[config.mk]
export PLATFORM = sky130hd
export DESIGN_NAME = ing_port_counters
export DESIGN_NICKNAME = d
export VERILOG_FILES = /design/src/verilog/router_regs_pkg.sv /design/src/verilog/ing_port_counters.sv
export SDC_FILE = /design/constraint.sdc
export NUM_CORES = 1
export LEC_CHECK = 0
export BUFFER_PORTS_ARGS = -buffer_cell sky130_fd_sc_hd__buf_2
export CORE_MARGIN = 1
export CORE_UTILIZATION = 55
export CTS_CLUSTER_DIAMETER = 200
export DETAILED_ROUTE_END_ITERATION = 6
export PLACE_DENSITY = 0.86
export SLEW_MARGIN = 10
export SYNTH_ARGS = -nofsm -noshare
export SYNTH_HDL_FRONTEND = slang
export SYNTH_SLANG_ARGS = --single-unit
export TNS_END_PERCENT = 10
[constraint.sdc]
create_clock -name avmm_clk_ifc -period 4.6 [get_ports avmm_clk_ifc]
set_input_delay 0.46 -clock avmm_clk_ifc [delete_from_list [all_inputs] [get_ports avmm_clk_ifc]]
set_output_delay 0.46 -clock avmm_clk_ifc [all_outputs]
set_load 0.05 [all_outputs]
[src/verilog/router_regs_pkg.sv]
////////////////////////////////////////////////////////////////////////////
// Ingress router CSR package
// Register map, counter indices, response codes and bus widths
////////////////////////////////////////////////////////////////////////////

`default_nettype none

package router_regs_pkg;

    // Avalon-MM bus widths
    localparam int DATALEN      = 32;
    localparam int ADDRLEN      = 15;
    localparam int WORD_ADDRLEN = ADDRLEN - 2;

    // Word addresses of the register map
    typedef enum logic [WORD_ADDRLEN-1:0] {
        ADDR_VERSION_ID,
        ADDR_PARAMS0,
        ADDR_ING_PORT_ENABLE_CON,
        ADDR_ING_PORT_ENABLE_STAT,
        ADDR_ING_CNTRS_SAMPLE_CON,
        ADDR_ING_CNTRS_READ_SEL,
        ADDR_ING_CNTRS_READ_DATA,
        TOTAL_REGS
    } reg_addr_e;

    // Counter order within one port
    typedef enum logic [7:0] {
        CNTR_PKT,
        CNTR_BYTE,
        CNTR_ERR,
        CNTR_ASYNC_FIFO_OVF,
        CNTR_BUF_OVF
    } cntr_idx_e;

    localparam int NUM_CNTRS_PER_PORT = int'(CNTR_BUF_OVF) + 1;

    typedef enum logic [1:0] {
        RESP_OKAY        = 2'd0,
        RESP_SLAVE_ERROR = 2'd2
    } avmm_resp_e;

    // Major 1, minor 0
    localparam logic [15:0] MODULE_VERSION = {8'd1, 8'd0};

    // Read-select layout, port in 15:8 and counter in 7:0
    localparam int READ_SEL_W        = 16;
    localparam int READ_SEL_FIELD_W  = 8;
    localparam int READ_SEL_PORT_LSB = 8;
    localparam int READ_SEL_CNTR_LSB = 0;

endpackage

`default_nettype wire

[src/verilog/ing_port_counters.sv]
////////////////////////////////////////////////////////////////////////////
// Counter slice for one ingress port
// Counts overflow edges and holds the sampled counter bank
////////////////////////////////////////////////////////////////////////////

`timescale 1ns/1ns
`default_nettype none

module ing_port_counters
    import router_regs_pkg::*;
#(
    parameter int COUNTERS_WIDTH = 32
) (
    input  wire                                      avmm_clk_ifc,
    input  wire                                      peripheral_sresetn_core,
    input  wire                                      sample_pulse,
    input  wire  [COUNTERS_WIDTH-1:0]                pkt_cnt,
    input  wire  [COUNTERS_WIDTH-1:0]                byte_cnt,
    input  wire  [COUNTERS_WIDTH-1:0]                err_cnt,
    input  wire                                      async_fifo_overflow,
    input  wire                                      buf_overflow,
    output logic [NUM_CNTRS_PER_PORT*COUNTERS_WIDTH-1:0] sampled_cnts
);

    logic                                           async_fifo_overflow_d;
    logic                                           buf_overflow_d;
    logic [COUNTERS_WIDTH-1:0]                      async_fifo_ovf_cnt;
    logic [COUNTERS_WIDTH-1:0]                      buf_ovf_cnt;
    logic [NUM_CNTRS_PER_PORT-1:0][COUNTERS_WIDTH-1:0] sampled;

    ////////////////////////////////////////////////////////////////////////////
    // Overflow edge counters
    ////////////////////////////////////////////////////////////////////////////

    always_ff @(posedge avmm_clk_ifc) begin
        if (!peripheral_sresetn_core) begin
            async_fifo_overflow_d <= 1'b0;
            buf_overflow_d        <= 1'b0;
            async_fifo_ovf_cnt    <= '0;
            buf_ovf_cnt           <= '0;
        end else begin
            async_fifo_overflow_d <= async_fifo_overflow;
            buf_overflow_d        <= buf_overflow;

            // A sample clears the count and drops a coinciding edge
            if (sample_pulse) begin
                async_fifo_ovf_cnt <= '0;
            end else if (async_fifo_overflow && !async_fifo_overflow_d) begin
                async_fifo_ovf_cnt <= async_fifo_ovf_cnt + 1'b1;
            end

            if (sample_pulse) begin
                buf_ovf_cnt <= '0;
            end else if (buf_overflow && !buf_overflow_d) begin
                buf_ovf_cnt <= buf_ovf_cnt + 1'b1;
            end
        end
    end

    // Sampled bank
    always_ff @(posedge avmm_clk_ifc) begin
        if (!peripheral_sresetn_core) begin
            sampled <= '0;
        end else if (sample_pulse) begin
            sampled[CNTR_PKT]            <= pkt_cnt;
            sampled[CNTR_BYTE]           <= byte_cnt;
            sampled[CNTR_ERR]            <= err_cnt;
            sampled[CNTR_ASYNC_FIFO_OVF] <= async_fifo_ovf_cnt;
            sampled[CNTR_BUF_OVF]        <= buf_ovf_cnt;
        end
    end

    assign sampled_cnts = sampled;

    a_pulse_single_cycle: assert property (
        @(posedge avmm_clk_ifc) disable iff (!peripheral_sresetn_core)
        sample_pulse |=> !sample_pulse
    );

endmodule

`default_nettype wire

==> impl_results.md <==
- Routed WL: 21200 um
- Mapped Nets: 986
- Leak pwr: 4.93 nW
- Max-cap violations: 0
- Synth Warn #: 0
- Post-cts repair resize count: 0
- DP HPWL: 14300 um
- Final hold violations: 0
- Most used cell, CP: or4_1
- CTS sink cnt: 226
- First-pass GRT wire length: 33600 um
- Drt pass-1 iters: 6
- Largest net degree at the start of global routing: 131
- Peak VDD IR: 303 uV
- DP Area: 10500 um^2
- Worst Setup Path Type: flop to flop
- P&R area growth vs syn: 23.5%
- Ports: 261
- Most frequent cells in the layout: buf_2, dfxtp_1, nor2b_1, mux2i_1, a21oi_1
- Slew at the pin closest to its max-slew limit: 0.999 ns
- Post-Synthesis Cells: 883
- DIE HEIGHT: 131 um
- Fmax achieved: 0.429 GHz
- Clock root buffer: clkbuf_16
- Status: complete, no violations
- Average wire per cell in the routed design: 15.7 um
- Setup Viol. Count Final: 0
- CP max FO: 22
- Worst skew pair latency: 0.51 ns
- Congestion Overflow GR: 0
- CP arrival: 2.77 ns
- Max Transition Viols Final: 0
- Max stage delay on crit path: 0.86 ns
- R2R Setup Slk: 2.27 ns
- Max-Slew Margin vs Limit: 0.334
- Core Box Area: 16000 um^2
- Worst endpoint required time: 5.04 ns
- Distinct cells, synth: 36
- Post-route antenna net violation count: 0
- Fin nets: 1218
- Clock Path Buffers: 3
- Vias per cell: 5.41
- Critical-path top delay cell: or4_1
- Min Tclk post-route: 2.33 ns
- Cell Rows: 46
- GR Util All Layers: 0.243
- Final setup margin: 2.27 ns
- Initial Utilization: 0.569
- Type of origin of the critical path: flop
- Htree depth: 1
- Final Instance Area: 11200 um^2
- Register area share after synthesis: 0.497
- Final setup TNS: 0 ns
- Initial antenna violation count: 1
- CP endpoint: async_fifo_ovf_cnt[24]
- Share of cells above drive strength 1: 0.270
- Die area: 17100 um^2
- Synth Register Bits: 226
- Syn Area/Cell: 10.3 um^2
- PD cells: 385 nW/um^2
- Clock transition at path regs: 0.06 ns
- # Post-CTS Setup Buffers: 0
- Worst r2r src: async_fifo_ovf_cnt[12]
- Die Span X: 131 um
- CP startpoint: async_fifo_ovf_cnt[12]
- Reg2reg end: async_fifo_ovf_cnt[24]
- CTS tree: yes
- Pre-CTS setup slack: 1.88 ns
- Reg2Reg Depth: 4
- Hold_buf cts: 0
- Port Buffers: 260
- Remaining DRCs: 0
- Final Wtd Congestion: 0.816
- CP Cell Sequence: nand4_1 -> or4_1 -> or4_1 -> a21oi_1
- Period utilisation layout: 0.507
- Critical path capture point type: flop
- Worst Skew: 0.0154 ns
- Synthesized area: 9110 um^2
- Worst hold-check path type: input port to flop
- Total CTS buffers: 24
- Iter 0 DRT Violations: 383
- Number of global-route vias before repair: 6779
- Commonest non-fill, non-tap cell in the layout: buf_2
- RSZ-0062 raised after global routing: false
- Vias: 7282
## registers in the layout, summed over array words and instances, names as in the netlist
name / flops
sampled_cnts: 160
async_fifo_ovf_cnt: 32
buf_ovf_cnt: 32
async_fifo_overflow_d: 1
buf_overflow_d: 1
## area by class of cell
class                   count  area (um^2)
clock inverters            10          100
flip-flops and latches    226         4520
well taps                 216          270
inverters                   5         18.8
fillers                  1238         4750
multi-input cells         594         4340
diodes                      1         2.50
repair buffers            264         1340
clock buffers              30          653
## power breakdown
group	internal (mW)	switching [mW]	total [mW]
clock network	1.06	0.771	1.84
registers	2.01	0.0280	2.04
logic	0.153	0.305	0.458
total	3.23	1.10	4.33
## kinds of logic after synthesis
kind of cell	after synthesis	share of synthesized area
buffers and inverters	63	0.0276
DFF	226	0.497
and+or+nand+nor	327	0.219
muxes	163	0.179
adders and majority gates	2	0.00275
xor gates and xnor gates	19	0.0183
AOI/OAI and AO/OA	83	0.0569
## worst max-delay path, delay by kind of cell, from the launching register on
family / cells / cell delay [ns]
AO/OA/AOI/OAI: 1 / 0.15
flip-flops: 1 / 0.44
AND/OR/NAND/NOR: 3 / 1.66
## worst min path at each step
stage / from / end / depth (start not counted)
5_1_grt: err_cnt[11] / sampled_cnts[75] / 3
6_report: err_cnt[31] / sampled_cnts[95] / 3
3_5_place_dp: async_fifo_ovf_cnt[31] / async_fifo_ovf_cnt[31] / 2
3_3_place_gp: buf_ovf_cnt[31] / buf_ovf_cnt[31] / 2
4_1_cts: err_cnt[31] / sampled_cnts[95] / 3
2_1_floorplan: async_fifo_ovf_cnt[31] / async_fifo_ovf_cnt[31] / 2
## per-stage QoR
step | utilization | total power, mW | hold slack (ns) | cells
after floorplan | - | 2.41 | 0.452 | 883
after global placement | 0.656 | 2.53 | 0.467 | 1305
after detailed placement | 0.656 | 2.54 | 0.475 | 1305
after CTS | 0.703 | 4.36 | 0.202 | 1345
after global routing | 0.703 | 4.48 | 0.210 | 1346
final | 0.703 | 4.33 | 0.209 | 1346
## synth_stat cells (all sizes together)
cell | n | area (um^2)
or2 | 1 | 6.26
nor2 | 23 | 86.3
nand4b | 4 | 35.0
and3b | 1 | 8.76
ha | 2 | 25.0
a41o | 1 | 10.0
xnor2 | 12 | 105
nand2b | 4 | 25.0
inv | 5 | 18.8
clkbuf | 39 | 146
buf | 19 | 86.3
nand4 | 21 | 146
and4b | 2 | 20.0
and4 | 6 | 52.6
o311ai | 4 | 35.0
nand2 | 26 | 97.6
nand3b | 2 | 15.0
o41ai | 3 | 26.3
or3 | 9 | 56.3
nor2b | 163 | 1020
a21oi | 37 | 185
nor4 | 5 | 31.3
nand3 | 16 | 80.1
or4 | 32 | 244
nor3 | 5 | 25.0
o31ai | 28 | 210
mux2i | 163 | 1630
xor2 | 7 | 61.3
a31oi | 1 | 6.26
and3 | 2 | 12.5
o21ai | 9 | 45.0
and2 | 5 | 31.3
dfxtp | 226 | 4520
## layer usage
metal / global-route usage / vias to the layer above / part of all wire
li1: - / 3578 / -
met1: 0.298 / 3469 / 0.42
met2: 0.428 / 195 / 0.50
met3: 0.0472 / 40 / 0.053
met4: 0.0784 / 0 / 0.025
met5: 0 / - / 0
(Power assumes the default switching activity.)
