**config.mk**
```make
export PLATFORM = sky130hd
export DESIGN_NAME = avmm_reg_decode
export DESIGN_NICKNAME = d
export VERILOG_FILES = /design/src/verilog/router_regs_pkg.sv /design/src/verilog/avmm_reg_decode.sv
export SDC_FILE = /design/constraint.sdc
export NUM_CORES = 1
export LEC_CHECK = 0
export BUFFER_PORTS_ARGS = -buffer_cell sky130_fd_sc_hd__buf_2
export CELL_PAD_IN_SITES_DETAIL_PLACEMENT = 0
export CELL_PAD_IN_SITES_GLOBAL_PLACEMENT = 1
export CORE_MARGIN = 2
export CORE_UTILIZATION = 33
export DETAILED_ROUTE_END_ITERATION = 10
export PLACE_DENSITY_LB_ADDON = 0.2
export SYNTH_ARGS = -nofsm -noshare
export SYNTH_HDL_FRONTEND = slang
export SYNTH_SLANG_ARGS = --single-unit
```
**constraint.sdc**
```tcl
create_clock -name avmm_clk_ifc -period 1.65 [get_ports avmm_clk_ifc]
set_input_delay 0.33 -clock avmm_clk_ifc [delete_from_list [all_inputs] [get_ports avmm_clk_ifc]]
set_output_delay 0.33 -clock avmm_clk_ifc [all_outputs]
set_load 0.05 [all_outputs]
```
**src/verilog/router_regs_pkg.sv**
```systemverilog
////////////////////////////////////////////////////////////////////////////
// Ingress router CSR package
// Register map, counter indices, response codes and bus widths
////////////////////////////////////////////////////////////////////////////

`default_nettype none

package router_regs_pkg;

    // Avalon-MM bus widths
    localparam int DATALEN      = 32;
    localparam int ADDRLEN      = 15;
    localparam int WORD_ADDRLEN = ADDRLEN - 2;

    // Word addresses of the register map
    typedef enum logic [WORD_ADDRLEN-1:0] {
        ADDR_VERSION_ID,
        ADDR_PARAMS0,
        ADDR_ING_PORT_ENABLE_CON,
        ADDR_ING_PORT_ENABLE_STAT,
        ADDR_ING_CNTRS_SAMPLE_CON,
        ADDR_ING_CNTRS_READ_SEL,
        ADDR_ING_CNTRS_READ_DATA,
        TOTAL_REGS
    } reg_addr_e;

    // Counter order within one port
    typedef enum logic [7:0] {
        CNTR_PKT,
        CNTR_BYTE,
        CNTR_ERR,
        CNTR_ASYNC_FIFO_OVF,
        CNTR_BUF_OVF
    } cntr_idx_e;

    localparam int NUM_CNTRS_PER_PORT = int'(CNTR_BUF_OVF) + 1;

    typedef enum logic [1:0] {
        RESP_OKAY        = 2'd0,
        RESP_SLAVE_ERROR = 2'd2
    } avmm_resp_e;

    // Major 1, minor 0
    localparam logic [15:0] MODULE_VERSION = {8'd1, 8'd0};

    // Read-select layout, port in 15:8 and counter in 7:0
    localparam int READ_SEL_W        = 16;
    localparam int READ_SEL_FIELD_W  = 8;
    localparam int READ_SEL_PORT_LSB = 8;
    localparam int READ_SEL_CNTR_LSB = 0;

endpackage

`default_nettype wire

```
**src/verilog/avmm_reg_decode.sv**
```systemverilog
////////////////////////////////////////////////////////////////////////////
// Avalon-MM slave for the ingress CSRs
// Decodes word addresses, holds control registers and builds responses
////////////////////////////////////////////////////////////////////////////

`timescale 1ns/1ns
`default_nettype none

module avmm_reg_decode
    import router_regs_pkg::*;
#(
    parameter int          NUM_ING_PHYS_PORTS = 11,
    parameter logic [15:0] MODULE_ID          = 16'd10,
    parameter int          MTU_BYTES          = 2000,
    parameter int          COUNTERS_WIDTH     = 32
) (
    input  wire                           avmm_clk_ifc,
    input  wire                           peripheral_sresetn_core,
    input  wire  [ADDRLEN-1:0]            address,
    input  wire                           read,
    input  wire                           write,
    input  wire  [DATALEN-1:0]            writedata,
    input  wire  [DATALEN/8-1:0]          byteenable,
    output logic [DATALEN-1:0]            readdata,
    output logic                          readdatavalid,
    output avmm_resp_e                    response,
    output logic                          writeresponsevalid,
    output logic [NUM_ING_PHYS_PORTS-1:0] ing_phys_ports_enable,
    output logic [NUM_ING_PHYS_PORTS-1:0] sample_pulse,
    output logic [READ_SEL_W-1:0]         read_sel,
    input  wire  [DATALEN-1:0]            read_data
);

    localparam logic [DATALEN-1:0] VERSION_ID_VAL = {MODULE_VERSION, MODULE_ID};
    localparam logic [DATALEN-1:0] PARAMS0_VAL    = {
        16'(MTU_BYTES), 8'(COUNTERS_WIDTH), 8'(NUM_ING_PHYS_PORTS)
    };

    logic [WORD_ADDRLEN-1:0]       word_index;
    reg_addr_e                     word_addr;
    logic                          addr_err;
    logic [DATALEN-1:0]            reg_rdata;
    logic [DATALEN-1:0]            wr_merged;
    logic [NUM_ING_PHYS_PORTS-1:0] port_enable_con;
    logic [NUM_ING_PHYS_PORTS-1:0] port_enable_stat;
    logic [NUM_ING_PHYS_PORTS-1:0] sample_con;
    logic [NUM_ING_PHYS_PORTS-1:0] sample_con_d;

    // Replace only the enabled byte lanes of the current value
    function automatic logic [DATALEN-1:0] lane_merge(
        input logic [DATALEN-1:0]   cur,
        input logic [DATALEN-1:0]   wdata,
        input logic [DATALEN/8-1:0] be
    );
        logic [DATALEN-1:0] merged;
        merged = cur;
        for (int i = 0; i < DATALEN/8; i++) begin
            if (be[i]) begin
                merged[i*8 +: 8] = wdata[i*8 +: 8];
            end
        end
        return merged;
    endfunction

    ////////////////////////////////////////////////////////////////////////////
    // Address decode and read mux
    ////////////////////////////////////////////////////////////////////////////

    assign word_index = address[ADDRLEN-1:2];
    assign word_addr  = reg_addr_e'(word_index);
    assign addr_err   = (word_index >= TOTAL_REGS);

    always_comb begin
        case (word_addr)
            ADDR_VERSION_ID:           reg_rdata = VERSION_ID_VAL;
            ADDR_PARAMS0:              reg_rdata = PARAMS0_VAL;
            ADDR_ING_PORT_ENABLE_CON:  reg_rdata = DATALEN'(port_enable_con);
            ADDR_ING_PORT_ENABLE_STAT: reg_rdata = DATALEN'(port_enable_stat);
            ADDR_ING_CNTRS_SAMPLE_CON: reg_rdata = DATALEN'(sample_con);
            ADDR_ING_CNTRS_READ_SEL:   reg_rdata = DATALEN'(read_sel);
            ADDR_ING_CNTRS_READ_DATA:  reg_rdata = read_data;
            default:                   reg_rdata = '0;
        endcase
    end

    // The addressed register's readback is its current stored value
    assign wr_merged = lane_merge(reg_rdata, writedata, byteenable);

    ////////////////////////////////////////////////////////////////////////////
    // Control registers
    ////////////////////////////////////////////////////////////////////////////

    always_ff @(posedge avmm_clk_ifc) begin
        if (!peripheral_sresetn_core) begin
            port_enable_con <= '1;
            sample_con      <= '0;
            read_sel        <= '0;
        end else if (write && !addr_err) begin
            case (word_addr)
                ADDR_ING_PORT_ENABLE_CON:  port_enable_con <= wr_merged[NUM_ING_PHYS_PORTS-1:0];
                ADDR_ING_CNTRS_SAMPLE_CON: sample_con      <= wr_merged[NUM_ING_PHYS_PORTS-1:0];
                ADDR_ING_CNTRS_READ_SEL:   read_sel        <= wr_merged[READ_SEL_W-1:0];
                default: begin
                end
            endcase
        end
    end

    // Status copy and 0-to-1 detect on the sample bits
    always_ff @(posedge avmm_clk_ifc) begin
        if (!peripheral_sresetn_core) begin
            port_enable_stat <= '1;
            sample_con_d     <= '0;
            sample_pulse     <= '0;
        end else begin
            port_enable_stat <= port_enable_con;
            sample_con_d     <= sample_con;
            sample_pulse     <= sample_con & ~sample_con_d;
        end
    end

    assign ing_phys_ports_enable = port_enable_con;

    ////////////////////////////////////////////////////////////////////////////
    // Response path
    ////////////////////////////////////////////////////////////////////////////

    always_ff @(posedge avmm_clk_ifc) begin
        if (!peripheral_sresetn_core) begin
            readdatavalid      <= 1'b0;
            writeresponsevalid <= 1'b0;
            response           <= RESP_OKAY;
        end else begin
            readdatavalid      <= read;
            writeresponsevalid <= write;
            if (read || write) begin
                response <= addr_err ? RESP_SLAVE_ERROR : RESP_OKAY;
            end
        end
    end

    // Out-of-map addresses fall to the zero default of the read mux
    always_ff @(posedge avmm_clk_ifc) begin
        if (read) begin
            readdata <= reg_rdata;
        end
    end

    a_no_rd_wr_overlap: assert property (
        @(posedge avmm_clk_ifc) disable iff (!peripheral_sresetn_core)
        !(read && write)
    );

    a_no_resp_overlap: assert property (
        @(posedge avmm_clk_ifc) disable iff (!peripheral_sresetn_core)
        !(readdatavalid && writeresponsevalid)
    );

endmodule

`default_nettype wire

```
==> metrics.txt, run 1 <==
status completed; Worst Path Max Fanout 8; Logic pwr share between 10% and 20%; Post-Syn Instances around 420; sw frac around 24%; routed vias roughly 3.7k; Hold Fails Final Rpt 0; die width roughly 120 um; clock power share 40.1%; Pleak about 2.5 nW; CTS Buf Count 9; RR Startpoint sample_con[7]$_SDFFE_PN0P_; clock sinks about 110; routability cong. approximately 0.85; most common cell after layout, fill and taps aside buf_2; root buffer cell clkbuf_16; clock tree buffer depth 2; H-tree levels 3; critical-path cell list buf_2, nor4_4, nand3_4, buf_4, or4_1, a31oi_1; hold depth 3; Post-synth EDFFs 32; Area Overhead vs Synth 37.8%; fraction of layout cells with a size suffix above 1 between 30% and 40%; CTS tree done; clk slew on worst S/H paths roughly 0.070 ns; Peak VDD IR 0.576 mV; max cap viols 0; fin nets 688; WL/cell 15.7 um; Max Slew Vio Count 0; antenna-violating nets left 0; ANT cells 0; Min Clock Period, post-route roughly 1.6 ns; syn nets 502; commonest non-fill, non-tap cells in the layout 139 x buf_2, 74 x dfxtp_1, 63 x buf_4, 49 x a21oi_1, 32 x edfxtp_1; synth warn 0; RSZ-0062 raised after global routing true; Clock Skews about 0.0053 ns; global-route usage over all layers 18.2%; Avg Cell Area, Syn a little over 10 sq um; Post-synth top flop dfxtp_1; clk_lat worst skew between 0.3 and 0.4 ns; Tot Pwr about 5.6 mW; IO Count between 150 and 200; DRC viols 0; DR iter-0 viols 265; Die Ht approximately 120 um; final worst path period share between 90% and 100%; register area roughly 2400 sq um; worst hold start writedata[11]; Final Cell Area between 5000 and 6000 sq um; Setup Viol. Count Final 0; routed vias/inst roughly 4.8; Yosys reg bits about 110; die area between 10000 and 15000 sq um; CP startpoint kind input pin; GRT overflow 0; Async S/R FF share, synth 0%; Netlist cell types 51; initial antenna violation count 0; Initial Util between 30% and 40%; CP Capture Type flip-flop; reg-to-reg setup timing slack 0.18 ns; DR pass1 iterations 4; P_sw roughly 1.3 mW; # rows 41; Seq/Total Area, Yosys a little under three fifths; global-route wire length before repair around 20000 um; fillers about 1.3k; Slowest cell on crit path or4_1; largest net degree at the start of global routing 34; Core ar. approximately 13000 sq um; # port buffers between 100 and 150; crit path kind in2reg; r2r endpoint read_sel[7]$_SDFFE_PN0P_; Int Pwr roughly 4.2 mW; crit path DAT between 1.5 and 2 ns; r2r worst-path depth 5; post-DP HPWL 9070 um; synthesized cell area 4290 sq um; vias in the first global route around 3.9k; hold path endpoint read_sel[11]$_SDFFE_PN0P_; area of the multi-input gates 1690 sq um; pwr/cell area ~940 nW/um^2; Peak Freq 0.636 GHz; CP required between 1.5 and 2 ns; Seq pwr share between 40% and 50%; final wirelength 12200 um; Placed Area 5570 sq um; CP peak stage delay slightly above 0.5 ns; Tightest Hold Check Type in2reg
## cell type report
class                   instances  area share, %
well taps                     172           3.64
inverters                       5          0.318
clock buffers                  10           4.24
multi-input cells             274           28.6
flip-flops and latches        106           41.4
clock inverters                 6           1.06
repair buffers                205           20.8
## worst max-delay path: cells and delay by family
| kind | cells | cell delay [ns] |
|---|---|---|
| AND/OR/NAND/NOR | 3 | 1.04 |
| buffers and inverters | 2 | 0.30 |
| AO/OA/AOI/OAI | 1 | 0.17 |
## per-stage QoR
stage          setup TNS, ns  setup WS, ns  hold WS (ns)  instances  util (%)
3_5_place_dp           -9.42        -0.251         0.372        759      44.0
2_1_floorplan              0       0.00287         0.367        415         -
6_report                   0        0.0778         0.257        778      46.6
4_1_cts                    0         0.114         0.245        775      46.4
5_1_grt              -0.0129       -0.0129         0.263        778      46.6
3_3_place_gp           -8.10        -0.208         0.372        759      44.0
## cells in the mapped netlist (5+ instances only)
library cell | n | area (sq um)
o21ai_0 | 30 | 150
clkbuf_1 | 14 | 52.6
a31oi_1 | 9 | 56.3
o32a_1 | 7 | 70.1
nor2b_1 | 22 | 138
nand2b_1 | 14 | 87.6
nor2_1 | 29 | 109
dfxtp_1 | 74 | 1480
nand2_1 | 20 | 75.1
a21oi_1 | 49 | 245
mux2i_1 | 9 | 90.1
edfxtp_1 | 32 | 961
a2bb2oi_1 | 5 | 43.8
a22oi_1 | 5 | 37.5
inv_1 | 5 | 18.8
buf_2 | 9 | 45.0
a211oi_1 | 8 | 60.1
nor3_1 | 5 | 25.0
and2_1 | 22 | 138
## timing repair
action	CTS	global route
setup buffers	0	3
gates resized for setup	0	0
hold buffers	0	0
endpoints found under the setup margin	0	10
## registers in the layout, summed over array words and instances (netlist names), 11 cells and up
register / flops
sample_pulse: 11
readdata: 32
port_enable_stat: 11
ing_phys_ports_enable: 11
sample_con_d: 11
read_sel: 16
sample_con: 11
## worst max path at each step
stage / from / end / cells after the start
floorplan: address[13] / sample_con[3]$_SDFFE_PN0P_ / 6
detailed placement: address[13] / readdata[17]$_DFFE_PP_ / 7
CTS: address[13] / readdata[17]$_DFFE_PP_ / 7
global placement: address[13] / read_sel[8]$_SDFFE_PN0P_ / 7
global route: address[13] / readdata[17]$_DFFE_PP_ / 7
finish: address[13] / read_sel[12]$_SDFFE_PN0P_ / 6
## power by group through the flow
stage               clock [mW]  sequential, mW  combinational [mW]
floorplan                    0            2.93               0.171
global placement             0            2.78               0.600
detailed placement           0            2.78               0.604
CTS                       2.30            2.72               0.606
global route              2.39            2.73               0.645
finish                    2.22            2.72               0.602
## cell families (layout without fill, tap and decap cells)
logic type / after synthesis / after routing / synth area share (%)
buf+inv: 35 / 226 / 3.65
other cells: 1 / 1 / 0.0875
mux: 12 / 12 / 2.89
compound gates: 126 / 126 / 18.0
simple gates: 135 / 135 / 18.4
flops: 106 / 106 / 57.0
## metal layers
metal | GRT usage (%) | part of all wire (%)
met2 | 28.1 | 45
met1 | 23.7 | 45
met4 | 9.04 | 2.8
met3 | 4.51 | 6.8
met5 | 0 | 0
(Power assumes the default switching activity.)
==> inputs of run 2 (changes only) <==
Settings changed: SETUP_SLACK_MARGIN set to 0.1.
==> run 2 against run 1 <==
- flip-flop and latch count stayed put
- worst hold slack worse by 0.0086 ns
- global-route usage is 0.30 points lower
- sequential share of layout area is 0.56 points lower
- sequential power hardly changed
- non-clock buffer count is 5 lower
- final cell count is 0.51% lower
- design area is 1.4% higher
- wire length is 1.3% higher
- core utilization is 0.64 points higher
- register-to-register slack hardly changed
- critical path type unchanged
- highest routed layer unchanged
==> metrics.txt, run 2 (synthesized netlist as in run 1, its figures left out) <==
status completed; IO Count around 160; # rows between 40 and 50; Highest Signal Layer met4; Pleak 2.53 nW; RR Startpoint sample_con[2]$_SDFFE_PN0P_; max FFs per register 32; clock tree buffer depth 2; CP Capture Type flip-flop; vias in the first global route around 3.7k; met3 wire length roughly 600 um; Clock Skews approximately 0.0032 ns; global-route wire length before repair between 15000 and 20000 um; crit path kind in2reg; critical-path cell list buf_2, nor4_4, nand3_4, buf_4, nor4b_4, buf_4, a31oi_1; GRT overflow 0; max cap viols 0; die width between 100 and 150 um; Tightest Hold Check Type in2reg; RSZ-0062 raised after global routing true; pwr/cell area between 900 and 1000 nW/um^2; Worst Path Buf+Inv 3; DR pass1 iterations 4; fraction of layout cells with a size suffix above 1 about two fifths; Core ar. approximately 13000 sq um; ANT cells 0; reg-to-reg setup timing slack about 0.18 ns; Area Overhead vs Synth 39.7%; Hold WS between 0.2 and 0.25 ns; most common cell after layout, fill and taps aside buf_2; crit path from address[13]; Max Slew Vio Count 0; DR iter-0 viols 247; routed vias ~3.8k; worst hold start writedata[12]; most frequent CP cell buf_4; CP required 1.88 ns; DRC viols 0; Final WS setup between 0.1 and 0.15 ns; area of the multi-input gates approximately 1800 sq um; final worst path period share a little over 90%; Setup Viol. Count Final 0; r2r endpoint sample_con[2]$_SDFFE_PN0P_; routed vias/inst around 4.9; fin nets 684; H-tree levels 3; clock sinks 106; crit path to ing_phys_ports_enable[3]$_SDFFE_PN1P_; WL/cell 16.0 um; antenna-violating nets left 0; Most flops, register readdata; Peak VDD IR roughly 0.52 mV; global-route usage over all layers around 18%; r2r worst-path depth 5; met1 WL approximately 5700 um; fillers approximately 1.2k; initial antenna violation count 0; clk slew on worst S/H paths about 0.07 ns; Worst Path Max Fanout 10; # port buffers between 100 and 150; register area ~2400 sq um; Hold Fails Final Rpt 0; largest registers readdata x32, read_sel x16; CP startpoint kind input pin; final wirelength approximately 12000 um; routability cong. a little over 0.8; crit path DAT roughly 1.8 ns; post-DP HPWL around 8900 um; largest net degree at the start of global routing 53; root buffer cell clkbuf_16; commonest non-fill, non-tap cells in the layout 138 x buf_2, 74 x dfxtp_1, 56 x buf_4, 49 x a21oi_1, 32 x edfxtp_1; CTS Buf Count 9; clk_lat worst skew about 0.34 ns; die area 13900 sq um; Min Clock Period, post-route ~1.5 ns; CP delay by family, top simple AND/OR/NAND/NOR gates; Placement Setup Slack -0.250 ns; Initial Util between 30% and 40%; Die Ht 118 um; Slowest cell on crit path nor4_4; WP depth 7; CTS tree done; Peak Freq roughly 0.66 GHz; WL met2 5860 um; CP peak stage delay roughly 0.33 ns
-- run 2: what timing repair did --
| item | CTS | global route |
|---|---|---|
| endpoints found under the setup margin | 0 | 39 |
| gates resized for setup | 0 | 13 |
| buffers inserted | 0 | 2 |
| hold buffers | 0 | 0 |
-- run 2: report_power, final --
part	switching, mW	leakage [nW]	total (mW)	internal (mW)
registers	0.0111	0.911	2.73	2.71
clock network	0.958	0.164	2.38	1.42
logic	0.390	1.46	0.618	0.228
-- run 2: stage by stage --
stage	utilization (%)	cell area [sq um]	instances	setup TNS [ns]	total power, mW
after floorplan	-	4310	415	0	3.11
after global placement	43.9	5560	754	-9.24	3.39
after detailed placement	43.9	5560	754	-10.15	3.39
after CTS	46.5	5900	770	0	5.78
after global routing	47.2	5990	774	0	5.94
final	47.2	5990	774	0	5.72
-- run 2: cell type report --
cell class	count	area share, %
timing repair buffer	200	20.2
clock inverter	6	1.44
multi-input combinational	275	29.4
tap	172	3.60
clock buffer	10	4.18
sequential	106	40.8
inverter	5	0.376
-- run 2: worst min path at each step --
| stage | slack, ns | depth (start not counted) | end |
|---|---|---|---|
| 2_1_floorplan | 0.37 | 1 | sample_pulse[0]$_SDFF_PN0_ |
| 3_3_place_gp | 0.37 | 1 | sample_pulse[0]$_SDFF_PN0_ |
| 3_5_place_dp | 0.37 | 1 | sample_pulse[2]$_SDFF_PN0_ |
| 4_1_cts | 0.24 | 3 | read_sel[12]$_SDFFE_PN0P_ |
| 5_1_grt | 0.25 | 3 | read_sel[12]$_SDFFE_PN0P_ |
| 6_report | 0.25 | 3 | read_sel[12]$_SDFFE_PN0P_ |
-- run 2: worst register-to-register path, cell delays in order (launching register included) --
cell,delay (ns)
dfxtp_1,0.32
nor2b_1,0.13
a211oi_1,0.25
o32a_1,0.22
a2bb2oi_1,0.31
a21oi_1,0.12
-- run 2: metal layers --
| metal | up-vias | GRT usage, % |
|---|---|---|
| met5 | - | 0 |
| met4 | 0 | 6.25 |
| met3 | 15 | 3.34 |
| met2 | 108 | 29.5 |
| met1 | 1775 | 23.5 |
| li1 | 1858 | - |
==> inputs of run 3 (changes only) <==
Settings changed: CELL_PAD_IN_SITES_DETAIL_PLACEMENT 0 to not set, CELL_PAD_IN_SITES_GLOBAL_PLACEMENT 1 to not set, CORE_UTILIZATION 33 to 44.
==> run 3 against run 2 <==
- flip-flop and latch count did not move
- via count decreased by 3.4%
- combinational power shrank 1%
- highest routed layer unchanged
- worst setup slack improved by 0.020 ns
- design area decreased by 3.5%
- worst hold slack worse by 0.018 ns
- sequential power hardly changed
- sequential share of layout area is 1.5 points higher
- first-iteration DRC count fell by 28%
- critical path depth did not move
- wire length shrank 10%
- clock power fell by 35%
==> metrics.txt, run 3 (synthesized netlist as in run 1, its figures left out) <==
status completed; DR pass1 iterations 4; root buffer cell clkbuf_8; antenna-violating nets left 0; final worst path period share 90.9%; met1 WL 5140 um; RR Startpoint read_sel[3]$_SDFFE_PN0P_; routed vias/inst 4.96; fillers 855; Highest Signal Layer met4; CP Capture Type flip-flop; Core ar. between 9000 and 10000 sq um; Peak VDD IR about 0.58 mV; Hold WS ~0.23 ns; CTS tree done; die width 103 um; DR iter-0 viols 178; routed vias about 3.6k; largest net degree at the start of global routing 45; Most flops, register readdata; IO Count about 160; Worst Path Max Fanout 14; CP required a little under 2 ns; CTS Buf Count 9; Hold Fails Final Rpt 0; WL met2 between 5000 and 6000 um; routability cong. about 0.84; Initial Util roughly 45%; Max Slew Vio Count 0; WL/cell 15.2 um; fin nets 680; largest registers readdata x32, read_sel x16; GRT overflow 0; vias in the first global route approximately 3.4k; max cap viols 0; Die Ht 103 um; max FFs per register 32; Area Overhead vs Synth 34.7%; crit path from address[13]; Final Cell Area 5770 sq um; reg-to-reg setup timing slack ~0.23 ns; Clock Skews approximately 0.014 ns; Tightest Hold Check Type in2reg; commonest non-fill, non-tap cells in the layout 139 x buf_2, 74 x dfxtp_1, 51 x buf_4, 49 x a21oi_1, 32 x edfxtp_1; Post-CTS Hold Fix Bufs 0; post-DP HPWL roughly 8000 um; CP startpoint kind input pin; Placed Area approximately 5500 sq um; crit path kind in2reg; global-route wire length before repair roughly 17000 um; pwr/cell area approximately 840 nW/um^2; die area 10500 sq um; Peak Freq ~0.67 GHz; DRC viols 0; # rows 36; global-route usage over all layers between 20% and 30%; fraction of layout cells with a size suffix above 1 slightly below 40%; H-tree levels 3; clock tree buffer depth 2; clk slew on worst S/H paths roughly 0.10 ns; Setup Viol. Count Final 0; most common cell after layout, fill and taps aside buf_2; Min Clock Period, post-route 1.50 ns; Pleak about 2.4 nW; crit path DAT around 1.8 ns; clock sinks between 100 and 150; met3 wire length approximately 620 um; RSZ-0062 raised after global routing true; final wirelength roughly 11000 um; initial antenna violation count 0; ANT cells 0; # port buffers between 100 and 150; clk_lat worst skew approximately 0.36 ns; worst hold start writedata[12]
-- run 3: cell count changes in the layout (fill, tap and decap cells not counted), sizes merged --
cell / before / now
bufinv: 2 / 0
inv: 5 / 7
buf: 199 / 196
clkinv: 2 / 1
-- run 3: what timing repair did --
| action | in CTS | in global routing |
|---|---|---|
| endpoints found under the hold margin | 0 | 0 |
| setup buffers | 0 | 2 |
| gates resized for setup | 0 | 6 |
| endpoints found under the setup margin | 0 | 32 |
-- run 3: path summary, 6_finish.rpt --
kind	end	cells after the start
setup / recovery	read_sel[8]$_SDFFE_PN0P_	7
hold / removal	read_sel[12]$_SDFFE_PN0P_	3
hold reg to reg	sample_pulse[2]$_SDFF_PN0_	1
setup reg to reg	ing_phys_ports_enable[3]$_SDFFE_PN1P_	4
-- run 3: metal layers --
| metal | vias up | track usage (%) |
|---|---|---|
| met5 | - | 0 |
| met4 | 0 | 6.26 |
| met3 | 14 | 3.46 |
| met2 | 114 | 33.8 |
| met1 | 1646 | 28.8 |
| li1 | 1854 | - |
-- run 3: through the flow --
stage | cells | TNS [ns] | power (mW) | setup WS (ns) | utilization (%)
2_1_floorplan | 415 | 0 | 3.11 | 0.00576 | -
3_3_place_gp | 712 | -7.06 | 3.38 | -0.188 | 57.5
3_5_place_dp | 712 | -9.52 | 3.38 | -0.235 | 57.5
4_1_cts | 728 | 0 | 4.91 | 0.135 | 59.5
5_1_grt | 731 | 0 | 5.05 | 0.0823 | 60.2
6_report | 731 | 0 | 4.88 | 0.149 | 60.2
-- run 3: worst max-delay path, cell delays in order --
cell and delay, ns:
buf_2 0.11, nor4_4 0.36, nand3_4 0.19, buf_4 0.25, o21a_1 0.18, a31o_2 0.23
a21oi_1 0.13
-- run 3: layout make-up --
cell class                      instances  area, sq um  share of cell area (%)
Clock buffer                           11          153                    2.64
Sequential cell                       106         2440                    42.3
Inverter                                5         18.8                   0.325
Timing Repair Buffer                  196         1200                    20.8
Clock inverter                          5         43.8                   0.758
Tap cell                              133          166                    2.88
Multi-Input combinational cell        275         1750                    30.3
-- run 3: power breakdown --
part | internal (mW) | leakage [nW] | switching [mW]
Combinational | 0.225 | 1.44 | 0.385
Sequential | 2.71 | 0.911 | 0.00999
Clock | 0.661 | 0.0932 | 0.882
